--- config.mk ---
export PLATFORM = sky130hd
export DESIGN_NAME = backend_link_top
export DESIGN_NICKNAME = d
export VERILOG_FILES = /design/src/source/backend_pkg.sv /design/src/source/redirect_select.sv /design/src/source/dcache_port_merge.sv /design/src/source/commit_trace.sv /design/src/source/backend_link_top.sv
export SDC_FILE = /design/constraint.sdc
export NUM_CORES = 1
export LEC_CHECK = 0
export ABC_AREA = 1
export BUFFER_PORTS_ARGS = -buffer_cell sky130_fd_sc_hd__buf_2
export CAP_MARGIN = 25
export CORE_AREA = 2 2 300 302
export DETAILED_ROUTE_END_ITERATION = 8
export DIE_AREA = 0 0 302 304
export GPL_TIMING_DRIVEN = 0
export PLACE_DENSITY = 0.3
export SYNTH_ARGS = -nofsm -noshare
export SYNTH_HDL_FRONTEND = slang
export SYNTH_HIERARCHICAL = 1
export SYNTH_SLANG_ARGS = --single-unit
--- constraint.sdc ---
create_clock -name clk -period 2.7 [get_ports clk]
set_input_delay 0.81 -clock clk [delete_from_list [all_inputs] [get_ports clk]]
set_output_delay 0.81 -clock clk [all_outputs]
set_load 0.02 [all_outputs]
--- src/source/backend_pkg.sv ---
package backend_pkg;

    // Address and data width
    localparam int XLEN = 32;

    // Fetch target queue
    localparam int FTQ_SIZE = 8;
    localparam int FTQ_ID_W = $clog2(FTQ_SIZE);  // Id width, 3 for 8 entries

    // Lane counts around the backend
    localparam int MEM_LANES = 2;  // Memory stage lanes sharing the data cache
    localparam int EXE_LANES = 2;  // Execute lanes with a branch unit

    // Architectural register number
    localparam int REG_ADDR_W = 5;

    // Data cache request fields
    localparam int BYTE_SEL_W = 4;  // One strobe bit per byte of a word
    localparam int ACC_TYPE_W = 3;  // Read and write type code

    // Commit trace write enable, only bit 0 is meaningful
    localparam int DBG_WEN_W = 4;

    // Fixed instruction length, refetch resumes after the idle instruction
    localparam int INSTR_BYTES = 4;

endpackage

--- src/source/redirect_select.sv ---
`timescale 1ns/1ps

module redirect_select (
    // Control flush sources
    input  logic                                              excp_flush_i,
    input  logic                                              excp_tlbrefill_i,
    input  logic                                              ertn_flush_i,
    input  logic                                              idle_flush_i,
    input  logic                                              refetch_flush_i,
    // Redirect targets from the CSR side
    input  logic [backend_pkg::XLEN-1:0]                      eentry_i,
    input  logic [backend_pkg::XLEN-1:0]                      tlbrentry_i,
    input  logic [backend_pkg::XLEN-1:0]                      era_i,
    input  logic [backend_pkg::XLEN-1:0]                      idle_pc_i,
    input  logic [backend_pkg::FTQ_ID_W-1:0]                  commit_ftq_id_i,
    // Execute lane branches
    input  logic [backend_pkg::EXE_LANES-1:0]                 branch_flag_i,
    input  logic [backend_pkg::EXE_LANES-1:0][backend_pkg::XLEN-1:0]     branch_target_i,
    input  logic [backend_pkg::EXE_LANES-1:0][backend_pkg::FTQ_ID_W-1:0] branch_ftq_id_i,
    input  logic                                              ex_stall_i,
    // Frontend redirect
    output logic                                              flush_o,
    output logic [backend_pkg::XLEN-1:0]                      next_pc_o,
    output logic [backend_pkg::FTQ_ID_W-1:0]                  flush_ftq_id_o
);

    logic                                 ctrl_flush;
    logic [backend_pkg::EXE_LANES-1:0]    branch_take;
    logic [backend_pkg::XLEN-1:0]         branch_pc;
    logic [backend_pkg::FTQ_ID_W-1:0]     branch_ftq_id;

    // Anything that is not a branch redirects from the commit point
    assign ctrl_flush = excp_flush_i | ertn_flush_i | idle_flush_i | refetch_flush_i;

    // A stalled execute stage may hold a branch resolved on stale operands
    assign branch_take = branch_flag_i & {backend_pkg::EXE_LANES{~ex_stall_i}};

    assign flush_o = ctrl_flush | (|branch_take);

    // Lowest lane is the oldest, so scan downward and let it overwrite
    always_comb begin
        branch_pc     = '0;
        branch_ftq_id = '0;
        for (int i = backend_pkg::EXE_LANES - 1; i >= 0; i--) begin
            if (branch_take[i]) begin
                branch_pc     = branch_target_i[i];
                branch_ftq_id = branch_ftq_id_i[i];
            end
        end
    end

    always_comb begin
        if (excp_flush_i && !excp_tlbrefill_i) begin
            next_pc_o = eentry_i;
        end else if (excp_flush_i) begin
            next_pc_o = tlbrentry_i;            // TLB refill has its own entry
        end else if (ertn_flush_i) begin
            next_pc_o = era_i;
        end else if (idle_flush_i) begin
            next_pc_o = idle_pc_i;
        end else if (refetch_flush_i) begin
            next_pc_o = idle_pc_i + backend_pkg::XLEN'(backend_pkg::INSTR_BYTES);
        end else begin
            next_pc_o = branch_pc;              // Zero when no lane branches
        end
    end

    assign flush_ftq_id_o = ctrl_flush ? commit_ftq_id_i : branch_ftq_id;

endmodule

--- src/source/dcache_port_merge.sv ---
`timescale 1ns/1ps

module dcache_port_merge (
    input  logic [backend_pkg::MEM_LANES-1:0]                             mem_ce_i,
    input  logic [backend_pkg::MEM_LANES-1:0]                             mem_we_i,
    input  logic [backend_pkg::MEM_LANES-1:0][backend_pkg::BYTE_SEL_W-1:0] mem_sel_i,
    input  logic [backend_pkg::MEM_LANES-1:0][backend_pkg::ACC_TYPE_W-1:0] mem_rd_type_i,
    input  logic [backend_pkg::MEM_LANES-1:0][backend_pkg::ACC_TYPE_W-1:0] mem_wr_type_i,
    input  logic [backend_pkg::MEM_LANES-1:0][backend_pkg::XLEN-1:0]       mem_addr_i,
    input  logic [backend_pkg::MEM_LANES-1:0][backend_pkg::XLEN-1:0]       mem_wdata_i,
    // Single request toward the data cache
    output logic                                                          dc_valid_o,
    output logic                                                          dc_write_o,
    output logic [backend_pkg::BYTE_SEL_W-1:0]                            dc_wstrb_o,
    output logic [backend_pkg::ACC_TYPE_W-1:0]                            dc_rd_type_o,
    output logic [backend_pkg::ACC_TYPE_W-1:0]                            dc_wr_type_o,
    output logic [backend_pkg::XLEN-1:0]                                  dc_addr_o,
    output logic [backend_pkg::XLEN-1:0]                                  dc_wdata_o
);

    assign dc_valid_o = |mem_ce_i;
    assign dc_write_o = |mem_we_i;

    // Write payload follows the lowest writing lane
    always_comb begin
        dc_wstrb_o = '0;
        dc_wdata_o = '0;
        for (int i = backend_pkg::MEM_LANES - 1; i >= 0; i--) begin
            if (mem_we_i[i]) begin
                dc_wstrb_o = mem_sel_i[i];
                dc_wdata_o = mem_wdata_i[i];
            end
        end
    end

    // Access types follow the lowest active lane
    always_comb begin
        dc_rd_type_o = '0;
        dc_wr_type_o = '0;
        for (int i = backend_pkg::MEM_LANES - 1; i >= 0; i--) begin
            if (mem_ce_i[i]) begin
                dc_rd_type_o = mem_rd_type_i[i];
                dc_wr_type_o = mem_wr_type_i[i];
            end
        end
    end

    // Idle lanes drive a zero address, so an OR is enough
    always_comb begin
        dc_addr_o = '0;
        for (int i = 0; i < backend_pkg::MEM_LANES; i++) begin
            dc_addr_o = dc_addr_o | mem_addr_i[i];
        end
    end

endmodule

--- src/source/commit_trace.sv ---
`timescale 1ns/1ps

module commit_trace #(
    parameter int COMMIT_WIDTH = 2
) (
    input  logic                                                   clk,
    input  logic                                                   rst_n_i,
    // Register file write-back per commit lane
    input  logic [COMMIT_WIDTH-1:0]                                wb_we_i,
    input  logic [COMMIT_WIDTH-1:0][backend_pkg::XLEN-1:0]         wb_pc_i,
    input  logic [COMMIT_WIDTH-1:0][backend_pkg::REG_ADDR_W-1:0]   wb_waddr_i,
    input  logic [COMMIT_WIDTH-1:0][backend_pkg::XLEN-1:0]         wb_wdata_i,
    // Debug trace, one cycle behind write-back
    output logic [COMMIT_WIDTH-1:0][backend_pkg::XLEN-1:0]         dbg_pc_o,
    output logic [COMMIT_WIDTH-1:0][backend_pkg::DBG_WEN_W-1:0]    dbg_wen_o,
    output logic [COMMIT_WIDTH-1:0][backend_pkg::REG_ADDR_W-1:0]   dbg_wnum_o,
    output logic [COMMIT_WIDTH-1:0][backend_pkg::XLEN-1:0]         dbg_wdata_o
);

    always_ff @(posedge clk or negedge rst_n_i) begin
        if (!rst_n_i) begin
            dbg_pc_o    <= '0;
            dbg_wen_o   <= '0;
            dbg_wnum_o  <= '0;
            dbg_wdata_o <= '0;
        end else begin
            for (int i = 0; i < COMMIT_WIDTH; i++) begin
                dbg_pc_o[i]    <= wb_pc_i[i];
                // Trace format has a byte-wide enable, we sits in bit 0
                dbg_wen_o[i]   <= {{(backend_pkg::DBG_WEN_W - 1){1'b0}}, wb_we_i[i]};
                dbg_wnum_o[i]  <= wb_waddr_i[i];
                dbg_wdata_o[i] <= wb_wdata_i[i];
            end
        end
    end

endmodule

--- src/source/backend_link_top.sv ---
`timescale 1ns/1ps

module backend_link_top #(
    parameter int COMMIT_WIDTH = 2
) (
    input  logic                                                          clk,
    input  logic                                                          rst_n_i,
    // Redirect sources
    input  logic                                                          excp_flush_i,
    input  logic                                                          excp_tlbrefill_i,
    input  logic                                                          ertn_flush_i,
    input  logic                                                          idle_flush_i,
    input  logic                                                          refetch_flush_i,
    input  logic [backend_pkg::XLEN-1:0]                                  eentry_i,
    input  logic [backend_pkg::XLEN-1:0]                                  tlbrentry_i,
    input  logic [backend_pkg::XLEN-1:0]                                  era_i,
    input  logic [backend_pkg::XLEN-1:0]                                  idle_pc_i,
    input  logic [backend_pkg::FTQ_ID_W-1:0]                              commit_ftq_id_i,
    input  logic [backend_pkg::EXE_LANES-1:0]                             branch_flag_i,
    input  logic [backend_pkg::EXE_LANES-1:0][backend_pkg::XLEN-1:0]      branch_target_i,
    input  logic [backend_pkg::EXE_LANES-1:0][backend_pkg::FTQ_ID_W-1:0]  branch_ftq_id_i,
    input  logic                                                          ex_stall_i,
    output logic                                                          flush_o,
    output logic [backend_pkg::XLEN-1:0]                                  next_pc_o,
    output logic [backend_pkg::FTQ_ID_W-1:0]                              flush_ftq_id_o,
    // Memory lanes toward the data cache
    input  logic [backend_pkg::MEM_LANES-1:0]                             mem_ce_i,
    input  logic [backend_pkg::MEM_LANES-1:0]                             mem_we_i,
    input  logic [backend_pkg::MEM_LANES-1:0][backend_pkg::BYTE_SEL_W-1:0] mem_sel_i,
    input  logic [backend_pkg::MEM_LANES-1:0][backend_pkg::ACC_TYPE_W-1:0] mem_rd_type_i,
    input  logic [backend_pkg::MEM_LANES-1:0][backend_pkg::ACC_TYPE_W-1:0] mem_wr_type_i,
    input  logic [backend_pkg::MEM_LANES-1:0][backend_pkg::XLEN-1:0]       mem_addr_i,
    input  logic [backend_pkg::MEM_LANES-1:0][backend_pkg::XLEN-1:0]       mem_wdata_i,
    output logic                                                          dc_valid_o,
    output logic                                                          dc_write_o,
    output logic [backend_pkg::BYTE_SEL_W-1:0]                            dc_wstrb_o,
    output logic [backend_pkg::ACC_TYPE_W-1:0]                            dc_rd_type_o,
    output logic [backend_pkg::ACC_TYPE_W-1:0]                            dc_wr_type_o,
    output logic [backend_pkg::XLEN-1:0]                                  dc_addr_o,
    output logic [backend_pkg::XLEN-1:0]                                  dc_wdata_o,
    // Commit write-back and its trace
    input  logic [COMMIT_WIDTH-1:0]                                       wb_we_i,
    input  logic [COMMIT_WIDTH-1:0][backend_pkg::XLEN-1:0]                wb_pc_i,
    input  logic [COMMIT_WIDTH-1:0][backend_pkg::REG_ADDR_W-1:0]          wb_waddr_i,
    input  logic [COMMIT_WIDTH-1:0][backend_pkg::XLEN-1:0]                wb_wdata_i,
    output logic [COMMIT_WIDTH-1:0][backend_pkg::XLEN-1:0]                dbg_pc_o,
    output logic [COMMIT_WIDTH-1:0][backend_pkg::DBG_WEN_W-1:0]           dbg_wen_o,
    output logic [COMMIT_WIDTH-1:0][backend_pkg::REG_ADDR_W-1:0]          dbg_wnum_o,
    output logic [COMMIT_WIDTH-1:0][backend_pkg::XLEN-1:0]                dbg_wdata_o
);

    redirect_select u_redirect_select (
        .excp_flush_i     (excp_flush_i),
        .excp_tlbrefill_i (excp_tlbrefill_i),
        .ertn_flush_i     (ertn_flush_i),
        .idle_flush_i     (idle_flush_i),
        .refetch_flush_i  (refetch_flush_i),
        .eentry_i         (eentry_i),
        .tlbrentry_i      (tlbrentry_i),
        .era_i            (era_i),
        .idle_pc_i        (idle_pc_i),
        .commit_ftq_id_i  (commit_ftq_id_i),
        .branch_flag_i    (branch_flag_i),
        .branch_target_i  (branch_target_i),
        .branch_ftq_id_i  (branch_ftq_id_i),
        .ex_stall_i       (ex_stall_i),
        .flush_o          (flush_o),
        .next_pc_o        (next_pc_o),
        .flush_ftq_id_o   (flush_ftq_id_o)
    );

    dcache_port_merge u_dcache_port_merge (
        .mem_ce_i      (mem_ce_i),
        .mem_we_i      (mem_we_i),
        .mem_sel_i     (mem_sel_i),
        .mem_rd_type_i (mem_rd_type_i),
        .mem_wr_type_i (mem_wr_type_i),
        .mem_addr_i    (mem_addr_i),
        .mem_wdata_i   (mem_wdata_i),
        .dc_valid_o    (dc_valid_o),
        .dc_write_o    (dc_write_o),
        .dc_wstrb_o    (dc_wstrb_o),
        .dc_rd_type_o  (dc_rd_type_o),
        .dc_wr_type_o  (dc_wr_type_o),
        .dc_addr_o     (dc_addr_o),
        .dc_wdata_o    (dc_wdata_o)
    );

    commit_trace #(
        .COMMIT_WIDTH (COMMIT_WIDTH)
    ) u_commit_trace (
        .clk          (clk),
        .rst_n_i      (rst_n_i),
        .wb_we_i      (wb_we_i),
        .wb_pc_i      (wb_pc_i),
        .wb_waddr_i   (wb_waddr_i),
        .wb_wdata_i   (wb_wdata_i),
        .dbg_pc_o     (dbg_pc_o),
        .dbg_wen_o    (dbg_wen_o),
        .dbg_wnum_o   (dbg_wnum_o),
        .dbg_wdata_o  (dbg_wdata_o)
    );

endmodule

==> run metrics <==
clock root buffer clkbuf_16; Yosys cell types 36; Starting DRT DRC Count 373; non-filler cells, final 2,927; dpl cell area 12,600 um2; share of the synthesized area in the top cell type 48.5%; pin count of the biggest net entering global routing 93; Buffers & Inverters on Critical Path 3; fmax 0.327 GHz; Core ar. 89,000 um2; Switch Pwr 2250 uW; IO Port Bufs 750; syn_area_per_cell 7.93 um2; Slowest cell on crit path nor2_4; final period utilization 113%; RD Place Congestion 0.838; Total Power 6520 uW; number of synthesized flops with an enable pin 0; power per cell area 435 nW/um2; final instance area 15,000 um2; IO Pins 761; pins over their slew limit 0; CTS clk-pin slew, worst paths 70 ps; Hold/Removal Path Class in2async; die area 91,800 um2; Clock Tree Buf Depth 2; clock sinks 140; final core occ 16.8%; worst-margin pin slew 659 ps; Final Setup Violations 36; Yosys top cell by area dfrtp_1; Period minus WS final 3060 ps; RSZ-0062 raised after global routing true; count leader, synth nand2_1; DR WL/cell 16.7 um; endpoint type of the worst setup path output pin; crit path cell chain buf_8, buf_4, nand2_2, nor2_4, nand2_4, nor2_4, nand3_1, nand2_1, nand2_1, nand2_1, nand2_2, a21oi_2, buf_4; Startpoint Class input pin; via count 9,732; flops & latches, synth 140; sequential area share after synthesis 48.5%; delay-heaviest family, CP simple AND/OR/NAND/NOR gates; die height 304 um; max incr delay on CP 210 ps; HPWL after DPL 41,900 um; Synth-to-Final Area Change 108%; most used cell, CP nand2_1; Clock Power Share 36.5%; fin worst setup slack -361 ps; Setup TNS -8770 ps; kind of critical path in2out; Synth area leaders dfrtp_1, nand2_1, nand3_1; CP required 1890 ps; Mapped Cells 911; area of the mapped netlist 7220 um2; Comb pwr share 29.3%; top_reg_cell synth dfrtp_1; Post-CTS Hold Fix Bufs 0; Lkg Pwr 0.00749 uW; DR pass1 iterations 5; layout cell share with drive strength beyond 1 64.6%; switching part of the total power 34.6%; H-tree Lvls 4; overall routing resource usage 10.0%; number of max-cap violations 0; GRT overflow 0; Reg power frac 34.2%; most frequent cells after synthesis nand2_1, dfrtp_1, nor2_1, nand3_1, a21oi_1; first-pass GRT wire length 66,900 um; initial antenna violation count 19; CTS Buf Count 17; final hold violation count 0; CTS tree yes; Critical Path AT 2250 ps; failing checks setup timing; die width 302 um; Slew HR 56.0%; Net count, final 2,235; number of global-route vias before repair 9,930; synth warn 6; row cnt 110; Worst Path Max Fanout 5; peak supply drop 0.446 mV; # DRC 0; Cell Int Power 4260 uW; Post-synth ARST share 100%; outcome complete, but fails checks; DP Cell Count 2,844; Via-to-Cell Ratio 3.32; DRT antenna net count 0; final WL 48,700 um; Initial Util 8.11%
## placed cells by master, fill, tap and decap left out, drive strengths merged, types with 26 or more instances in the layout
cell,count
buf,830
nand2,313
dfrtp,140
nor2,102
nand3,80
a21oi,59
inv,56
or2,34
clkbuf,30
a221oi,26
o21ai,26
## worst paths after layout
| path | slack (ps) | end | startpoint | cells past startpoint |
|---|---|---|---|---|
| max in group asynchronous | 1540 | u_commit_trace/dbg_wen_o[4] | rst_n_i | 2 |
| min in group clk | 480 | u_commit_trace/dbg_pc_o[56] | wb_pc_i[56] | 1 |
| worst min-delay path | 310 | u_commit_trace/dbg_pc_o[0] | rst_n_i | 1 |
| worst max-delay path | -360 | next_pc_o[21] | idle_pc_i[3] | 13 |
## routing by layer
layer	routed length [um]	track usage (%)	vias to the layer above
li1	-	-	4620
met1	18100	10.8	4550
met2	25300	18.4	489
met3	4320	2.94	59
met4	946	3.30	14
met5	86	0	-
## power groups by stage
stage                     Clock (uW)  Combinational (uW)  Sequential, uW
after floorplan                    0                 600            2410
after global placement             0                1630            2270
after detailed placement           0                1640            2270
after CTS                       2480                1880            2230
after global routing            2570                2060            2240
final                           2380                1910            2230
## cell type report
type / instances / area [um2]
Antenna cell: 7 / 17.5
Buffer: 47 / 434
Clock buffer: 17 / 425
Clock inverter: 15 / 189
Fill cell: 10200 / 74100
Inverter: 49 / 199
Multi-Input combinational cell: 680 / 4200
Sequential cell: 140 / 3500
Tap cell: 1176 / 1470
Timing Repair Buffer: 796 / 4550
## logic make-up after synthesis
logic type | count (synthesis) | share of synthesized area [%]
AOI/OAI and AO/OA | 134 | 11.7
xor gates and xnor gates | 6 | 0.728
adders and majority gates | 1 | 0.173
buffers and inverters | 96 | 6.81
DFF | 140 | 48.5
other | 1 | 0.0519
and+or+nand+nor | 533 | 32.0
## sequential cells by signal, summed over array words and instances, names as in the netlist
name and flops:
u_commit_trace/dbg_wen_o 2, u_commit_trace/dbg_pc_o 64, u_commit_trace/dbg_wnum_o 10, u_commit_trace/dbg_wdata_o 64
## timing repair
action                     in CTS  in global routing
setup buffers                  33                 12
setup endpoints to repair      36                 36
pin swaps                      79                 57
cloned                          2                  0
gates resized for setup       310                 87
## metrics by stage
step | hold slack (ps) | worst slack [ps]
floorplan | 514 | -53.5
global placement | 920 | -1410
detailed placement | 786 | -1430
CTS | 307 | -414
global route | 328 | -443
finish | 314 | -361
Note: power is estimated with default switching activity, not from simulation.
